### config.mk
export PLATFORM = sky130hd
export DESIGN_NAME = mem_arbiter
export DESIGN_NICKNAME = d
export VERILOG_FILES = /design/src/hw/geom_pkg.sv /design/src/hw/mem_arbiter.sv
export SDC_FILE = /design/constraint.sdc
export NUM_CORES = 1
export LEC_CHECK = 0
export BUFFER_PORTS_ARGS = -buffer_cell sky130_fd_sc_hd__buf_4
export CORE_AREA = 2 2 97 99
export DETAILED_ROUTE_END_ITERATION = 16
export DIE_AREA = 0 0 99 101
export PLACE_DENSITY_LB_ADDON = 0.12
export SETUP_SLACK_MARGIN = 0.05
export SKIP_CTS_REPAIR_TIMING = 1
export SYNTH_ARGS = -nofsm -noshare
export SYNTH_HDL_FRONTEND = slang
export SYNTH_SLANG_ARGS = --single-unit
### constraint.sdc
create_clock -name clk -period 1.25 [get_ports clk]
set_clock_uncertainty 0.2 [all_clocks]
set_input_delay 0.1875 -clock clk [delete_from_list [all_inputs] [get_ports clk]]
set_output_delay 0.1875 -clock clk [all_outputs]
set_load 0.01 [all_outputs]
### src/hw/geom_pkg.sv
package geom_pkg;

    // Signed Q8.8 coordinate
    typedef logic signed [15:0] coord_t;
    typedef logic [23:0] color_t;

    // x, y, z, color from the top bits down; also the scene memory word
    typedef logic [71:0] vertex_t;

    // v0 in the top bits
    typedef logic [215:0] triangle_t;

    // Camera position x, y, z
    typedef logic [47:0] pos_t;

    // R11 .. R33 in row order, R11 on top
    typedef logic [143:0] mtx_t;

    // Vertex slot within a triangle
    typedef logic [1:0] vidx_t;

    function automatic coord_t vtx_x(vertex_t v);
        return v[71:56];
    endfunction

    function automatic coord_t vtx_y(vertex_t v);
        return v[55:40];
    endfunction

    function automatic coord_t vtx_z(vertex_t v);
        return v[39:24];
    endfunction

    function automatic color_t vtx_color(vertex_t v);
        return v[23:0];
    endfunction

    function automatic vertex_t make_vertex(coord_t x, coord_t y, coord_t z, color_t c);
        return {x, y, z, c};
    endfunction

    function automatic vertex_t tri_vertex(triangle_t t, vidx_t i);
        case (i)
            2'd0: return t[215:144];
            2'd1: return t[143:72];
            default: return t[71:0];
        endcase
    endfunction

    function automatic triangle_t set_tri_vertex(triangle_t t, vidx_t i, vertex_t v);
        triangle_t r;
        r = t;
        case (i)
            2'd0: r[215:144] = v;
            2'd1: r[143:72] = v;
            default: r[71:0] = v;
        endcase
        return r;
    endfunction

    // Axis 0..2 selects x, y, z
    function automatic coord_t pos_axis(pos_t p, int i);
        return p[47 - 16 * i -: 16];
    endfunction

    // Row and column count from 1, as in R11
    function automatic coord_t mtx_elem(mtx_t m, int row, int col);
        return m[143 - 16 * ((row - 1) * 3 + (col - 1)) -: 16];
    endfunction

    // Q8.8 dot product, each term truncated before the sum
    function automatic coord_t dot3(coord_t a0, coord_t a1, coord_t a2,
                                   coord_t b0, coord_t b1, coord_t b2);
        logic signed [31:0] p0;
        logic signed [31:0] p1;
        logic signed [31:0] p2;
        logic signed [31:0] sum;
        p0 = a0 * b0;
        p1 = a1 * b1;
        p2 = a2 * b2;
        p0 = p0 >>> 8;
        p1 = p1 >>> 8;
        p2 = p2 >>> 8;
        sum = p0 + p1 + p2;
        return sum[15:0];
    endfunction

endpackage

### src/hw/mem_arbiter.sv
`timescale 1ns/1ps

module mem_arbiter #(
    parameter int ADDR_W = 8
) (
    input  logic                clk,
    input  logic                rst,

    // Lane request side
    input  logic                req_0,
    input  logic                req_1,
    input  logic [ADDR_W-1:0]   addr_0,
    input  logic [ADDR_W-1:0]   addr_1,
    output logic                gnt_0,
    output logic                gnt_1,

    // Lane return side
    output logic                rvalid_0,
    output logic                rvalid_1,
    output geom_pkg::vertex_t   rdata_0,
    output geom_pkg::vertex_t   rdata_1,

    // Memory read port
    output logic                mem_re,
    output logic [ADDR_W-1:0]   mem_raddr,
    input  geom_pkg::vertex_t   mem_rdata
);

    // Lane served by the most recent grant
    logic last_served;

    // A read is in flight, and which lane it belongs to
    logic pend;
    logic owner;

    // On a tie, the lane not served last wins
    assign gnt_0 = req_0 && (!req_1 || last_served);
    assign gnt_1 = req_1 && (!req_0 || !last_served);

    assign mem_re    = gnt_0 | gnt_1;
    assign mem_raddr = gnt_1 ? addr_1 : addr_0;

    always_ff @(posedge clk or posedge rst) begin
        if (rst) begin
            // Lane 0 goes first after reset
            last_served <= 1'b1;
            pend        <= 1'b0;
            owner       <= 1'b0;
        end else begin
            pend <= mem_re;
            if (mem_re) begin
                owner       <= gnt_1;
                last_served <= gnt_1;
            end
        end
    end

    // Data fans out; only the owner sees a valid strobe
    assign rvalid_0 = pend && !owner;
    assign rvalid_1 = pend && owner;
    assign rdata_0  = mem_rdata;
    assign rdata_1  = mem_rdata;

endmodule

After elaboration in Yosys (flattened, before gate mapping)
Cells that the tools add are included.

Muxes and demuxes: 1. Bitwise gates (word level): 1. Reductions and logical operators: 10.

Operator list (count): $mux 8 (1); $logic_and 1x1->1 (4); $logic_not 1->1 (4); $logic_or 1x1->1 (2); $or 1x1->1 (1).

Word-level logic and storage cells: 15. Output and inout port bits: 157. Bits in registers: 3.

Depth between registers and ports, before layout
Depth in word-level cells: 4. Gate-level depth with buffers: 2.

Worst setup path after synthesis
No wires, ideal clock.

Kind: flip-flop to output port. Start: reg last_served. End: out mem_raddr[0]. Required time: 863 ps. Slack: -176 ps. Data arrival time: 1038 ps. Stages on the path, launching flop included: 3. Path through: dfstp_2 -> a21boi_4 -> mux2_2.

Longest elaborated chain between the ends: 4.

RTL lines: start, declared (RTL line mem_arbiter.sv:30) `logic last_served;`; start signal, assigned (RTL line mem_arbiter.sv:53) `last_served <= gnt_1;`; $logic_not 1->1 (RTL line mem_arbiter.sv:38) `assign gnt_1 = req_1 && (!req_0 || !last_served);`; $logic_or 1x1->1 (RTL line mem_arbiter.sv:38); $logic_and 1x1->1 (RTL line mem_arbiter.sv:38); named net gnt_1 (RTL line mem_arbiter.sv:15) `output logic gnt_1,`; $mux 8 (RTL line mem_arbiter.sv:41) `assign mem_raddr = gnt_1 ? addr_1 : addr_0;`; end, declared (RTL line mem_arbiter.sv:25) `output logic [ADDR_W-1:0] mem_raddr,`.

The timed path passes the listed nets, and every way through them passes these cells.

Worst setup path in the final report
Start: reg last_served. End: out mem_raddr[4].

Longest elaborated chain between the ends: 4.

RTL lines (RTL line): $logic_not 1->1 (mem_arbiter.sv:38); $logic_or 1x1->1 (mem_arbiter.sv:38); $logic_and 1x1->1 (mem_arbiter.sv:38); $mux 8 (mem_arbiter.sv:41).

Every way passes these cells.

==> flow_metrics.env <==
export IMPL_outcome="complete, but fails checks"
export IMPL_violations="negative setup slack"
export IMPL_worst_path_max_fanout=9
export IMPL_final_cell_mix="buf_4 (30), mux2_2 (8), buf_6 (7)"
export IMPL_dpl_hpwl_um=1890
export IMPL_ys_ff_latch=3
export IMPL_min_path_type="in -> reg"
export IMPL_worstPathRequired_ns=0.86
export IMPL_crit_chain="a21boi_4, buf_12, mux2_2, buf_4"
export IMPL_ir_drop_v=0.000272
export IMPL_fin_crit_ns=1.79
export IMPL_syn_area_um2=1320
export IMPL_track_usage_pct=3.94
export IMPL_routed_wl_um=2230
export IMPL_cts_root_buf="clkbuf_8"
export IMPL_p_sw_share_pct=24.0
export IMPL_overflow=0
export IMPL_grt_busiest_layer="met2"
export IMPL_cts_htree_levels=1
export IMPL_synth_distinct_cells=12
export IMPL_met3_usage_pct=2.70
export IMPL_cpPeakStageDelay_ns=0.56
export IMPL_syn_inst=166
export IMPL_post_route_period_util_pct=143
export IMPL_grt_pass1_wl_um=2900
export IMPL_maxCapViolCount=0
export IMPL_synth_area_per_cell_um2=7.95
export IMPL_relSlewSlack_pct=90.6
export IMPL_grt_start_max_net_pins=10
export IMPL_nets=158
export IMPL_synthTopCellsByArea="buf_4 (82%), mux2_2 (6.8%), dfrtp_1 (3.8%)"
export IMPL_cp_end_kind="primary output"
export IMPL_synth_top_cell_area_share_pct=81.9
export IMPL_finalSetupViolCount=11
export IMPL_antenna_found_initial=0
export IMPL_start_util_pct=14.7
export IMPL_cts_tree="done"
export IMPL_route_detailed_drc=0
export IMPL_hold_viol_final=0
export IMPL_p_comb_share_pct=38.9
export IMPL_die_h_um=101
export IMPL_critPathArrivalTime_ns=1.40
export IMPL_final_area_um2=764
export IMPL_ios=249
export IMPL_setup_ws_ns=-0.542
export IMPL_cts_made_buffers=3
export IMPL_critPathKind="reg -> out"
export IMPL_placed_cell_area_um2=633
export IMPL_fmax_mhz=558
export IMPL_final_common_cell="buf_4"
export IMPL_hold_worst_slack_ns=0.0629
export IMPL_power_w=0.000654
export IMPL_clkPwrFrac_pct=42.3
export IMPL_power_leakage_nw=0.327
export IMPL_critical_path_startpoint_type="flop"
export IMPL_wl_per_cell_um=12.7
export IMPL_syn_nets=258
export IMPL_drive_gt1_share_pct=83.1
export IMPL_first_pass_iters=3
export IMPL_intPower_w=0.000497
export IMPL_avgViaCountPerCell=2.39
export IMPL_yosysWarnings=0
export IMPL_area_growth_pct=-42.1
export IMPL_portBuffers=32
export IMPL_rsz0062_at_grt="true"
export IMPL_ant_nets=0
export IMPL_yosys_area_top_type="buf_4"
export IMPL_diodes=0
export IMPL_ctsLongestPathBuffers=2
export IMPL_cts_sinks=3
export IMPL_coreArea_um2=8980
export IMPL_dp_slack_ns=-0.383
export IMPL_grt_use_met2_pct=6.60
export IMPL_worst_slew_pin_slew_ns=0.140
export IMPL_drtIter0Drc=6
export IMPL_dieArea_um2=10000
export IMPL_vias=421
export IMPL_finalMaxSlewViolations=0
export IMPL_synth_seq_area_share_pct=5.78
export IMPL_met1_usage_pct=2.45
export IMPL_clkTransAtPathRegs_ns=0.03
export IMPL_rows=35
export IMPL_crit_slowest_cell="dfstp_2"
export IMPL_place_congestion=0.603
export IMPL_p_per_area_nw_per_um2=856
export IMPL_p_switching_w=0.000157
export IMPL_clk_latency_ns=0.21
export IMPL_fp_dieW_um=99
export IMPL_seqPwrFrac_pct=18.8
export IMPL_grt_pass1_vias=501
[metrics by stage]
stage	cells	setup TNS, ns	util [%]
2_1_floorplan	166	-1.41	-
3_3_place_gp	167	-2.70	7.05
3_5_place_dp	167	-3.07	7.05
4_1_cts	171	-5.49	7.55
5_1_grt	176	-5.23	8.52
6_report	176	-4.75	8.52
[power by group through the flow]
| stage | logic, W | clock network (W) | registers (W) |
|---|---|---|---|
| after detailed placement | 0.000207 | 0 | 0.000123 |
| after global routing | 0.000275 | 0.000300 | 0.000125 |
| final | 0.000254 | 0.000277 | 0.000123 |
| after global placement | 0.000209 | 0 | 0.000122 |
| after CTS | 0.000208 | 0.000284 | 0.000122 |
| after floorplan | 0.000558 | 0 | 0.000120 |
[registers in the layout, summed over array words and instances (netlist names)]
register / cells
last_served: 1
pend: 1
owner: 1
[Yosys cell counts]
cell type / n
or2_2: 1
nor2b_1: 1
mux2_2: 8
buf_4: 144
dfstp_2: 1
nor2_1: 1
dfrtp_1: 2
and2_1: 2
o21ai_0: 2
or2b_1: 1
a21boi_4: 1
inv_1: 2
[metal layers]
layer	share of wire [%]	up-vias
met3	21	38
met5	0	-
met1	18	161
met4	11	0
met2	50	61
li1	-	161
[cell families after synthesis]
logic type	share of synthesized area, %
buffers and inverters	82.5
muxes	6.82
and+or+nand+nor	2.75
AOI/OAI and AO/OA	2.18
DFF	5.78
[cell type report]
type                       instances  area (um^2)
inverter                           2         7.51
tap                              111          139
multi-input combinational         17          163
clock buffer                       4         45.0
timing repair buffer              39          334
sequential                         3         76.3
fill                            1031         8210
[critical path, delay by kind of cell (launching register included)]
kind | cells | cell delay (ns)
flops | 1 | 0.56
buf+inv | 2 | 0.28
mux | 1 | 0.27
compound gates | 1 | 0.07
[final timing paths]
check,start,slack (ns),cells past startpoint,to
worst max-delay path,last_served,-0.54,4,mem_raddr[4]
min in group asynchronous,rst,0.21,3,owner
max in group asynchronous,rst,0.43,3,last_served
worst min-delay path,req_0,0.06,3,last_served
worst min register to register,last_served,0.31,2,last_served
worst max register to register,last_served,0.07,3,owner
(Power assumes the default switching activity.)
