--- config.mk ---
export PLATFORM = sky130hd
export DESIGN_NAME = triangle_fetch
export DESIGN_NICKNAME = d
export VERILOG_FILES = /design/src/hw/geom_pkg.sv /design/src/hw/triangle_fetch.sv
export SDC_FILE = /design/constraint.sdc
export NUM_CORES = 1
export LEC_CHECK = 0
export BUFFER_PORTS_ARGS = -buffer_cell sky130_fd_sc_hd__buf_2
export CELL_PAD_IN_SITES_DETAIL_PLACEMENT = 1
export CELL_PAD_IN_SITES_GLOBAL_PLACEMENT = 1
export CORE_MARGIN = 2
export CORE_UTILIZATION = 25
export DETAILED_ROUTE_END_ITERATION = 8
export GPL_TIMING_DRIVEN = 0
export PLACE_DENSITY_LB_ADDON = 0.12
export SKIP_LAST_GASP = 1
export SLEW_MARGIN = 20
export SYNTH_ARGS = -nofsm -noshare
export SYNTH_HDL_FRONTEND = slang
export SYNTH_SLANG_ARGS = --single-unit
--- constraint.sdc ---
create_clock -name clk -period 7.3 [get_ports clk]
set_input_delay 1.095 -clock clk [delete_from_list [all_inputs] [get_ports clk]]
set_output_delay 1.095 -clock clk [all_outputs]
set_load 0.05 [all_outputs]
--- src/hw/geom_pkg.sv ---
package geom_pkg;

    // Signed Q8.8 coordinate
    typedef logic signed [15:0] coord_t;
    typedef logic [23:0] color_t;

    // x, y, z, color from the top bits down; also the scene memory word
    typedef logic [71:0] vertex_t;

    // v0 in the top bits
    typedef logic [215:0] triangle_t;

    // Camera position x, y, z
    typedef logic [47:0] pos_t;

    // R11 .. R33 in row order, R11 on top
    typedef logic [143:0] mtx_t;

    // Vertex slot within a triangle
    typedef logic [1:0] vidx_t;

    function automatic coord_t vtx_x(vertex_t v);
        return v[71:56];
    endfunction

    function automatic coord_t vtx_y(vertex_t v);
        return v[55:40];
    endfunction

    function automatic coord_t vtx_z(vertex_t v);
        return v[39:24];
    endfunction

    function automatic color_t vtx_color(vertex_t v);
        return v[23:0];
    endfunction

    function automatic vertex_t make_vertex(coord_t x, coord_t y, coord_t z, color_t c);
        return {x, y, z, c};
    endfunction

    function automatic vertex_t tri_vertex(triangle_t t, vidx_t i);
        case (i)
            2'd0: return t[215:144];
            2'd1: return t[143:72];
            default: return t[71:0];
        endcase
    endfunction

    function automatic triangle_t set_tri_vertex(triangle_t t, vidx_t i, vertex_t v);
        triangle_t r;
        r = t;
        case (i)
            2'd0: r[215:144] = v;
            2'd1: r[143:72] = v;
            default: r[71:0] = v;
        endcase
        return r;
    endfunction

    // Axis 0..2 selects x, y, z
    function automatic coord_t pos_axis(pos_t p, int i);
        return p[47 - 16 * i -: 16];
    endfunction

    // Row and column count from 1, as in R11
    function automatic coord_t mtx_elem(mtx_t m, int row, int col);
        return m[143 - 16 * ((row - 1) * 3 + (col - 1)) -: 16];
    endfunction

    // Q8.8 dot product, each term truncated before the sum
    function automatic coord_t dot3(coord_t a0, coord_t a1, coord_t a2,
                                   coord_t b0, coord_t b1, coord_t b2);
        logic signed [31:0] p0;
        logic signed [31:0] p1;
        logic signed [31:0] p2;
        logic signed [31:0] sum;
        p0 = a0 * b0;
        p1 = a1 * b1;
        p2 = a2 * b2;
        p0 = p0 >>> 8;
        p1 = p1 >>> 8;
        p2 = p2 >>> 8;
        sum = p0 + p1 + p2;
        return sum[15:0];
    endfunction

endpackage

--- src/hw/triangle_fetch.sv ---
`timescale 1ns/1ps

module triangle_fetch #(
    parameter int ADDR_W = 8,
    parameter int LANE   = 0,
    parameter int STRIDE = 2
) (
    input  logic                clk,
    input  logic                rst,

    input  logic                start,
    input  logic [ADDR_W-1:0]   tri_count,

    // Read port towards the arbiter
    output logic                rd_req,
    output logic [ADDR_W-1:0]   rd_addr,
    input  logic                rd_gnt,
    input  logic                rd_valid,
    input  geom_pkg::vertex_t   rd_data,

    // Triangle handed to the transformer
    output geom_pkg::triangle_t tri_out,
    output logic                tri_valid,
    input  logic                tri_ready,

    output logic                active
);

    typedef enum logic [1:0] {IDLE, READ, OFFER} state_t;
    state_t state;

    logic [ADDR_W-1:0]   idx;
    logic [ADDR_W:0]     next_idx;
    geom_pkg::vidx_t     req_cnt;
    geom_pkg::vidx_t     ret_cnt;
    geom_pkg::triangle_t tri_r;

    // One spare bit so the last step cannot wrap past tri_count
    assign next_idx = {1'b0, idx} + (ADDR_W + 1)'(STRIDE);

    // Base address 3*idx plus the vertex being requested
    assign rd_addr = ADDR_W'((idx << 1) + idx + ADDR_W'(req_cnt));
    assign rd_req  = (state == READ) && (req_cnt != 2'd3);

    always_ff @(posedge clk or posedge rst) begin
        if (rst) begin
            state   <= IDLE;
            idx     <= '0;
            req_cnt <= 2'd0;
            ret_cnt <= 2'd0;
        end else begin
            case (state)
                IDLE: begin
                    if (start && (ADDR_W'(LANE) < tri_count)) begin
                        idx     <= ADDR_W'(LANE);
                        req_cnt <= 2'd0;
                        ret_cnt <= 2'd0;
                        state   <= READ;
                    end
                end
                READ: begin
                    if (rd_gnt) begin
                        req_cnt <= req_cnt + 2'd1;
                    end
                    if (rd_valid) begin
                        ret_cnt <= ret_cnt + 2'd1;
                        if (ret_cnt == 2'd2) begin
                            state <= OFFER;
                        end
                    end
                end
                OFFER: begin
                    if (tri_ready) begin
                        req_cnt <= 2'd0;
                        ret_cnt <= 2'd0;
                        if (next_idx >= {1'b0, tri_count}) begin
                            state <= IDLE;
                        end else begin
                            idx   <= next_idx[ADDR_W-1:0];
                            state <= READ;
                        end
                    end
                end
                default: state <= IDLE;
            endcase
        end
    end

    // Returned words land in the slot of the read that produced them
    always_ff @(posedge clk) begin
        if (state == READ && rd_valid) begin
            tri_r <= geom_pkg::set_tri_vertex(tri_r, ret_cnt, rd_data);
        end
    end

    assign tri_out   = tri_r;
    assign tri_valid = (state == OFFER);
    assign active    = (state != IDLE);

endmodule

* Word-level counts from Yosys, hierarchy flattened *
Cells that the tools add are included.

storage, ports and cells
  output and inout bits = 227
  flip-flop bits (word level) = 230

operators by class
  reductions and logical operators = 16
  equality and inequality tests = 11
  mux-type cells = 16
  order comparisons = 2
  $add $sub $neg = 5
  bitwise logic cells = 1

operators by type and width
  operator                                                                     count
  8-bit 2-to-1 mux                                                             3
  2-bit one-hot mux with 3 select lines                                        3
  2-bit 2-to-1 mux                                                             8
  8-bit one-hot mux with 2 select lines                                        1
  4-bit AND reduction                                                          4
  2-bit inequality test, second input constant                                 6
  8-bit by 2-bit adder with 9-bit output, second input constant                1
  9-bit by 8-bit greater-or-equal comparator with 1-bit output                 1
  8-bit by 2-bit adder with 8-bit output                                       1
  8-bit adder                                                                  1
  1-bit by 8-bit less-than comparator with 1-bit output, first input constant  1
  2-bit AND reduction                                                          3
  2-bit by 1-bit adder with 2-bit output, second input constant                2
  2-bit by 1-bit equality test with 1-bit output, second input constant        2
  2-bit equality test, second input constant                                   2
  2-bit logical NOT                                                            2
  2-bit nonzero test                                                           2
  1-bit logical AND                                                            3
  3-bit nonzero test                                                           1
  2-bit by 1-bit inequality test with 1-bit output, second input constant      1
  2-bit OR reduction                                                           1
  1-bit 2-to-1 mux                                                             1
  1-bit inverter                                                               1

* Logic depth before layout (Yosys ltp) *
Gate-level depths: netlist (run 1).

  depth in word-level cells = 5
  depth in mapped cells = 10
  gate-level depth less buffers = 10

* Worst setup path before layout (run 1) *
Ideal clock, no wire load.

  path kind = in2reg
  start point = input port rd_valid
  end point = register tri_r[0], in the netlist tri_out[0] (enable)
  stages on the path = 2
  buffers on the path = 0
  data arrival time = 6,017 ps
  slack = 692 ps
  library setup time = 591 ps
  cells stage by stage = nand2_1 nor3_1

on the way
  cells in the longest elaborated chain, start to end = 2

ends and longest elaborated chain
  item                           RTL line              text
  from (decl)                    triangle_fetch.sv:18  input logic rd_valid,
  1-bit logical AND              triangle_fetch.sv:91  if (state == READ && rd_valid) begin
  2-bit AND reduction (no line)  -
  to (signal assigned)           triangle_fetch.sv:92  tri_r <= geom_pkg::set_tri_vertex(tri_r, ret_cnt, rd_data);
  to (decl)                      triangle_fetch.sv:36  geom_pkg::triangle_t tri_r;

Every way passes these cells.
A chain may end at the register's enable or synchronous reset.

* Final worst setup path (run 1) *
  start point = register idx[1]
  end point = output port rd_addr[7]

on the way
  cells in the longest elaborated chain, start to end = 2

ends and longest elaborated chain
  item                                    RTL line              text
  from (decl)                             triangle_fetch.sv:32  logic [ADDR_W-1:0] idx;
  from (signal assigned)                  triangle_fetch.sv:55  idx <= ADDR_W'(LANE);
  from (signal assigned)                  triangle_fetch.sv:79  idx <= next_idx[ADDR_W-1:0];
  8-bit adder                             triangle_fetch.sv:42  assign rd_addr = ADDR_W'((idx << 1) + idx + ADDR_W'(req_cnt));
  8-bit by 2-bit adder with 8-bit output  triangle_fetch.sv:42
  to (decl)                               triangle_fetch.sv:16  output logic [ADDR_W-1:0] rd_addr,

Every way passes these cells.

==> impl_metrics.ini, run 1 <==
[critical_path]
worstSetupPathType = reg -> out
max_stage_delay_ns = 0.51
endpoint_kind = output port
critPathMaxFanout = 8
regToRegSetupSlack_ns = 4.40
reg2reg_to = idx[2]$_DFFE_PP0P_
critPathLaunchType = register
cp.depth = 9
cp.required_ns = 6.20
crit_family = adder cells
critPathSlowestCell = dfrtp_1
reg2regPathDepth = 9
crit_chain = ha_1 > inv_1 > fa_1 > nor2b_1 > o21ai_0 > a21boi_0 > nor4_1 > a311oi_1 > buf_2
crit_buf_inv = 2
crit_arrival_ns = 3.13
reg2reg_from = idx[1]$_DFFE_PP0P_

[synth]
synth.area.top_cells = edfxtp_1, dfrtp_1, ha_1
synth_top_cell_area_share_pct = 82.0
synth_area_sq_mm = 0.00791
syn_area_per_cell_sq_um = 21.2
yosys_warnings = 0
synth_commonest_cells = edfxtp_1, ha_1, inv_1
synth_cells = 373
yosysMostFrequentCell = edfxtp_1
synth.distinct_cells = 50
ys_seq_elements = 229
seq_area_frac_synth_pct = 86.1
ys.flop_type = edfxtp_1
synth_area_leader_cell = edfxtp_1
syn_nets = 483
async_reset_ff_share_pct = 5.68
synth_edf_count = 216

[power]
power.density_mw_per_mm2 = 419
power.leakage_uw = 0.00452
vdd_ir_drop_max_mv = 0.197

[timing]
setup_viol = 0
post-route-period-util_pct = 57.9
skew_ns = 0.0130
worst_slew_pin_slew_ns = 0.638
slew_headroom_pct = 57.4
slew_viol_final = 0
hold_violations = 0
fmax_ghz = 0.236
tns_ns = 0
grt_setup_unrepaired = no
layout_setup_ws_ns = 3.07
min_period_ns = 4.23

[placed_design]
dp_cells = 1100
globalplace.congestion = 0.745
pre_cts_slack_ns = 3.53
io_buffers = 312
place.detailed.hpwl_mm = 17.8
place_area_sq_mm = 0.0101

[hold_path]
min_delay_worst_endpoint = ret_cnt[1]$_DFFE_PP0P_
min_path_cells = 1
min_path_type = reg -> reg
hold_start = ret_cnt[1]$_DFFE_PP0P_

[floorplanning]
core.rowCount = 65
initial_core_util_pct = 25.2
core_region_area_sq_mm = 0.0314
die_y_microns = 182
die_x_microns = 182
ios = 313
die_area_sq_mm = 0.0331

[clocking]
numCtsBuffers = 26
clkLatencyLatePin_ns = 0.52
path_clk_slew_ns = 0.06
cts_sinks = 229
h-tree-depth = 1
cts-resized-gates = 0
clock_path_buffers = 3
post-cts-setup-buffers = 0
cts_root_buffer = clkbuf_16
cts_tree = built
hold_buffers = 0

[detailed_routing]
drc = 0
wl_per_cell_microns = 20.0
vias = 4727
vias_per_cell = 4.12
ant_nets = 0
drtIter0Drc = 265
wirelength_mm = 23.0
dr.pass1.iters = 4

[grt]
grt_start_max_net_pins = 39
grt_pass1_wl_mm = 33.3
grt_usage_pct = 13.4
grt.overflow.total = 0
antenna_found_initial = 0
grt_pass1_vias = 5026

[outcome]
status = finished clean

[final_layout]
nNetsFinal = 836
area_growth_pct = 40.7
finalInstanceArea_sq_mm = 0.0111
n_antenna_cell = 0
final_util_pct = 35.5
layout.cells.non_filler = 1148
drive_above_1_share_pct = 52.9

[flow_run]
cap_violations = 0
where the power goes:
part / switching [uW] / leakage [uW] / total [uW] / internal, uW
sequential: 69.4 / 0.00215 / 1800 / 1730
combinational: 1110 / 0.00188 / 1390 / 272
clock: 518 / 0.000484 / 1480 / 958
how the worst max path moves through the flow:
stage / start / end
after global placement: rd_valid / tri_out[41]$_DFFE_PP_
after CTS: idx[1]$_DFFE_PP0P_ / rd_addr[7]
final: idx[1]$_DFFE_PP0P_ / rd_addr[7]
after global routing: idx[1]$_DFFE_PP0P_ / rd_addr[7]
after detailed placement: idx[1]$_DFFE_PP0P_ / rd_addr[7]
after floorplan: rd_valid / tri_out[0]$_DFFE_PP_
logic make-up after synthesis:
kind of cell	after synthesis	share of synthesized area, %
adder cells (fa/ha/maj)	24	3.89
multiplexers	4	0.601
buffers and inverters	21	1.22
AO/OA/AOI/OAI	34	3.57
XOR/XNOR	11	1.22
flip-flops	229	86.1
AND/OR/NAND/NOR	49	3.35
other	1	0.0474
cells in the final DEF (no fill, tap or decap), types with 3 or more instances in the layout:
cell type,instances
nand3_1,5
nor2_1,7
edfxtp_1,216
clkinv_2,6
buf_4,9
clkbuf_16,27
buf_2,313
inv_1,17
nand2b_1,3
nor2b_1,3
ha_1,23
bufinv_16,8
buf_6,3
dfrtp_1,13
xnor2_1,9
nand2_1,15
o21ai_0,5
a22o_1,4
o32a_2,3
state kept, by name, summed over array words and instances, names as in the netlist:
signal / flops
ret_cnt: 2
tri_out: 216
idx: 7
state: 2
req_cnt: 2
per-layer routing:
metal	up-vias	part of all wire [%]	GRT usage [%]	wire length [microns]
met5	-	0	0	0
met4	0	1.5	3.16	352
met3	28	7.3	3.39	1680
met2	190	51	24.2	11800
met1	2349	40	15.9	9200
li1	2160	-	-	-
final cells by class:
type	instances	area, sq um
plain buffers	3	23.8
clock buffers	28	679
clock inverters	20	313
fillers	3262	20300
inverters	18	72.6
multi-input cells	123	1020
flip-flops and latches	229	6810
well taps	402	503
repair buffers	325	1710
through the flow:
| stage | hold slack (ns) | total power (uW) |
|---|---|---|
| floorplan | 0.515 | 2820 |
| global placement | 0.538 | 3220 |
| detailed placement | 0.548 | 3250 |
| CTS | 0.567 | 4740 |
| global route | 0.580 | 4860 |
| finish | 0.560 | 4660 |
No activity file was read; power rests on OpenSTA's default activity.
==> inputs of run 2 (changes only) <==
==> constraint.sdc (replaced) <==
create_clock -name clk -period 4.1 [get_ports clk]
set_input_delay 0.615 -clock clk [delete_from_list [all_inputs] [get_ports clk]]
set_output_delay 0.615 -clock clk [all_outputs]
set_load 0.05 [all_outputs]
==> run 2 against run 1 <==
Effect of this change:
- cell count is 0.44% lower
- first-iteration DRC count decreased by 7.2%
- worst setup slack got worse by 2.7 ns
- clock skew increased by 0.0054 ns
- sequential power increased by 78%
- die area stayed put
- register-to-register slack lost 3.2 ns
- non-clock buffer count fell by 3
- via count is 0.30% lower
- global-route usage about the same
- critical path depth unchanged
- power rose by 70%
==> impl_metrics.ini, run 2 (synthesis gave the netlist of run 1 again) <==
[critical_path]
endpoint_kind = output port
cp.required_ns = 3.48
crit_chain = ha_1 > inv_1 > fa_1 > nor2b_1 > o21ai_0 > a21boi_1 > nor4_1 > a311oi_1 > buf_2
worstSetupPathType = reg -> out
crit_buf_inv = 2
critPathLaunchType = register
crit_family = adder cells
crit_arrival_ns = 3.11
critPathMaxFanout = 8
critPathSlowestCell = dfrtp_1
max_stage_delay_ns = 0.50

[placed_design]
globalplace.congestion = 0.725
place.detailed.hpwl_mm = 17.5
dp_cells = 1097
place_area_sq_mm = 0.0102
io_buffers = 312

[detailed_routing]
vias_per_cell = 4.12
dr.pass1.iters = 4
ant_nets = 0
vias = 4713
wirelength_mm = 22.8
drc = 0
wl_per_cell_microns = 20.0
drtIter0Drc = 246

[power]
vdd_ir_drop_max_mv = 0.261
comb_power_share_pct = 31.8
internal-power_uw = 4910
clockPowerShare_pct = 27.7
power.leakage_uw = 0.00442
netSwitchingFraction_pct = 38.0
p_sw_uw = 3010
seqPwrFrac_pct = 40.5
power.density_mw_per_mm2 = 719

[floorplanning]
initial_core_util_pct = 25.2
die_y_microns = 182
core_region_area_sq_mm = 0.0314
core.rowCount = 65
die_x_microns = 182
ios = 313
die_area_sq_mm = 0.0331

[clocking]
post-cts-setup-buffers = 0
clock_path_buffers = 3
numCtsBuffers = 25
clkLatencyLatePin_ns = 0.52
cts_tree = built
hold_buffers = 0
h-tree-depth = 1
cts_root_buffer = clkbuf_16
path_clk_slew_ns = 0.06
cts_sinks = 229

[final_layout]
layout.cells.non_filler = 1143
finalInstanceArea_sq_mm = 0.0110
layout_common_cells = buf_2, edfxtp_1, clkbuf_16
largest_reg_flops = 216
layout_commonest_cell = buf_2
final_util_pct = 35.0
area_growth_pct = 39.1
nNetsFinal = 832
drive_above_1_share_pct = 51.9

[timing]
slew_viol_final = 0
setup_viol = 0
post-route-period-util_pct = 90.9
slew_headroom_pct = 62.2
worst_slew_pin_slew_ns = 0.567
hold_violations = 0
hold_slack_ns = 0.134
min_period_ns = 3.73
fmax_ghz = 0.268
skew_ns = 0.0184
grt_setup_unrepaired = no

[grt]
grt_start_max_net_pins = 40
antenna_found_initial = 2
grt_usage_pct = 13.3
grt_pass1_wl_mm = 33.2
grt_pass1_vias = 4996
grt.overflow.total = 0

[hold_path]
min_path_type = in -> async

[outcome]
status = finished clean

[flow_run]
cap_violations = 0
run 2: cell count changes in the layout (fill, tap and decap cells not counted), moves of 3 or more:
cell,before,now
buf_4,9,1
buf_8,0,5
bufinv_16,8,3
clkinv_1,2,5
run 2: path summary, 6_finish.rpt:
path	startpoint	end	slack (ns)	depth (start not counted)
worst max-delay path	idx[1]$_DFFE_PP0P_	rd_addr[7]	0.37	9
worst min-delay path	rst	req_cnt[0]$_DFFE_PP0P_	0.13	2
worst max register to register	idx[1]$_DFFE_PP0P_	idx[2]$_DFFE_PP0P_	1.22	9
worst min register to register	idx[7]$_DFFE_PP0P_	idx[7]$_DFFE_PP0P_	0.56	2
max in group asynchronous	rst	idx[5]$_DFFE_PP0P_	3.58	2
min in group clk	rd_data[56]	tri_out[128]$_DFFE_PP_	0.29	1
run 2: worst register-to-register path: stages (launching register included):
cell,delay [ns]
dfrtp_1,0.54
ha_1,0.39
nand2_1,0.15
xnor2_1,0.15
ha_1,0.27
o21a_1,0.18
o21ai_0,0.19
a31oi_2,0.13
a211oi_2,0.43
mux2_4,0.33
run 2: metal layers:
metal | up-vias | part of all wire [%] | wire [microns] | track usage [%]
met5 | - | 0.039 | 9 | 0
met4 | 2 | 1.8 | 413 | 3.68
met3 | 32 | 8.1 | 1850 | 3.73
met2 | 198 | 51 | 11700 | 24.1
met1 | 2335 | 39 | 8900 | 15.5
li1 | 2146 | - | - | -
run 2: power groups by stage:
| stage | clock network [uW] | logic, uW | registers (uW) |
|---|---|---|---|
| 3_5_place_dp | 0 | 2560 | 3260 |
| 6_report | 2200 | 2520 | 3200 |
| 3_3_place_gp | 0 | 2390 | 3320 |
| 5_1_grt | 2360 | 2640 | 3240 |
| 2_1_floorplan | 0 | 502 | 4510 |
| 4_1_cts | 2270 | 2570 | 3210 |
run 2: per-stage QoR:
stage	setup TNS, ns	total power, uW	worst slack [ns]
final	0	7910	0.373
after global routing	0	8240	0.0648
after CTS	0	8050	0.138
after detailed placement	0	5820	0.726
after global placement	-224.29	5720	-2.44
after floorplan	0	5010	0.0404
run 2: final cells by class:
class                   instances  area, sq um
repair buffers                322         1760
clock buffers                  28          637
plain buffers                   3         23.8
diodes                          1         2.50
multi-input cells             123         1020
well taps                     402          503
clock inverters                17          168
flip-flops and latches        229         6810
fillers                      3284        20400
inverters                      18         72.6
run 2: what timing repair did:
item,CTS,global route
setup endpoints to repair,0,1
gates resized for setup,0,1
hold endpoints to repair,0,0
==> inputs of run 3 (changes only) <==
==> constraint.sdc (replaced) <==
create_clock -name clk -period 3.95 [get_ports clk]
set_input_delay 0.5925 -clock clk [delete_from_list [all_inputs] [get_ports clk]]
set_output_delay 0.5925 -clock clk [all_outputs]
set_load 0.05 [all_outputs]
==> run 3 against run 2 <==
Effect of this change:
- worst setup slack lost 0.087 ns
- non-clock buffer count decreased by 2
- highest routed layer unchanged
- design area is 0.90% lower
- routed wire length decreased by 1.2%
- cell count down 0.35%
- clock power shrank 5%
- critical path type unchanged
- critical path depth unchanged
==> impl_metrics.ini, run 3 (synthesis gave the netlist of run 1 again) <==
[outcome]
status = finished clean

[critical_path]
reg2reg_from = idx[1]$_DFFE_PP0P_
crit_family = adder cells
cp.required_ns = 3.36
max_stage_delay_ns = 0.50
crit_arrival_ns = 3.07
endpoint_kind = output port
crit_buf_inv = 2
reg2reg_to = idx[2]$_DFFE_PP0P_
critPathLaunchType = register
reg2regPathDepth = 9
critPathSlowestCell = dfrtp_1
worstSetupPathType = reg -> out
regToRegSetupSlack_ns = 1.06
critPathMaxFanout = 8
crit_chain = ha_1 > inv_1 > fa_1 > nor2b_1 > o21ai_0 > a21boi_2 > nor4_1 > a311oi_1 > clkbuf_4

[clocking]
post-cts-setup-buffers = 0
clock_path_buffers = 3
numCtsBuffers = 25
clkLatencyLatePin_ns = 0.50
h-tree-depth = 1
path_clk_slew_ns = 0.05
cts_root_buffer = clkbuf_16
cts_tree = built
cts_sinks = 229

[floorplanning]
initial_core_util_pct = 25.2
die_y_microns = 182
ios = 313
core_region_area_sq_mm = 0.0314
die_area_sq_mm = 0.0331
core.rowCount = 65
die_x_microns = 182

[placed_design]
io_buffers = 312
pre_cts_slack_ns = 0.609
place_area_sq_mm = 0.0102
place.detailed.hpwl_mm = 17.2
dp_cells = 1095
globalplace.congestion = 0.757

[final_layout]
drive_above_1_share_pct = 51.0
layout_common_cells = buf_2, edfxtp_1, clkbuf_16
largest_reg_flops = 216
finalInstanceArea_sq_mm = 0.0109
nNetsFinal = 830
layout.cells.non_filler = 1139
area_growth_pct = 37.8
layout_commonest_cell = buf_2

[timing]
worst_slew_pin_slew_ns = 0.626
min_period_ns = 3.66
grt_setup_unrepaired = no
post-route-period-util_pct = 92.8
slew_viol_final = 0
slew_headroom_pct = 58.3
fmax_ghz = 0.273
skew_ns = 0.00612
hold_violations = 0
setup_viol = 0
layout_setup_ws_ns = 0.286

[detailed_routing]
vias = 4724
drtIter0Drc = 238
dr.pass1.iters = 5
wirelength_mm = 22.5
ant_nets = 0
wl_per_cell_microns = 19.8
vias_per_cell = 4.15
drc = 0

[grt]
grt_start_max_net_pins = 41
grt_usage_pct = 13.1
antenna_found_initial = 3
grt.overflow.total = 0
grt_pass1_vias = 4935
grt_pass1_wl_mm = 32.8

[hold_path]
min_path_type = in -> async

[flow_run]
cap_violations = 0

[power]
power.leakage_uw = 0.00438
power.density_mw_per_mm2 = 734
vdd_ir_drop_max_mv = 0.373
==> run 3: changes by cell type in the layout (fill, tap and decap cells not counted), sizes merged <==
cell and delta:
clkbuf +5, clkinvlp -4, inv -1, diode +1, bufinv -2, buf -3
==> run 3: layer usage <==
layer	vias up	GRT usage, %	share of wire (%)	routed length [microns]
li1	2139	-	-	-
met1	2347	15.9	40	9060
met2	209	22.9	50	11300
met3	27	3.89	8.0	1810
met4	2	3.45	1.6	371
met5	-	0	0.044	10
==> run 3: power breakdown <==
group	total, uW	internal, uW	switching, uW
Sequential	3330	3200	127
Clock	2080	1220	861
Combinational	2590	529	2060
Total	8000	4950	3050
==> run 3: worst max-delay path by stage <==
stage | cells past startpoint | slack, ns | endpoint | from
6_report | 9 | 0.29 | rd_addr[7] | idx[1]$_DFFE_PP0P_
4_1_cts | 9 | 0.03 | rd_addr[7] | idx[1]$_DFFE_PP0P_
3_3_place_gp | 4 | -0.59 | tri_out[18]$_DFFE_PP_ | state[1]$_DFFE_PP0P_
3_5_place_dp | 9 | 0.61 | rd_addr[7] | idx[1]$_DFFE_PP0P_
2_1_floorplan | 8 | 0.34 | rd_addr[7] | idx[1]$_DFFE_PP0P_
5_1_grt | 9 | 0.04 | rd_addr[7] | idx[1]$_DFFE_PP0P_
==> run 3: repair_timing <==
item                       in CTS  in global routing
setup endpoints to repair       0                  1
gates resized for setup         0                  3
hold buffers                    0                  0
==> run 3: metrics by stage <==
stage / power [uW] / setup TNS (ns) / utilization, % / hold WS, ns
after floorplan: 5200 / 0 / - / 0.469
after global placement: 5930 / -114.20 / 31.8 / 0.538
after detailed placement: 6020 / 0 / 32.4 / 0.539
after CTS: 8140 / 0 / 34.7 / 0.138
after global routing: 8360 / 0 / 34.7 / 0.171
final: 8000 / 0 / 34.7 / 0.142
==> run 3: layout make-up <==
type,count,area [sq um]
sequential,229,6810
inverter,18,72.6
multi-input combinational,123,1030
clock inverter,10,71.3
tap,402,503
clock buffer,32,652
fill,3300,20500
timing repair buffer,320,1740
buffer,3,23.8
antenna,2,5.00
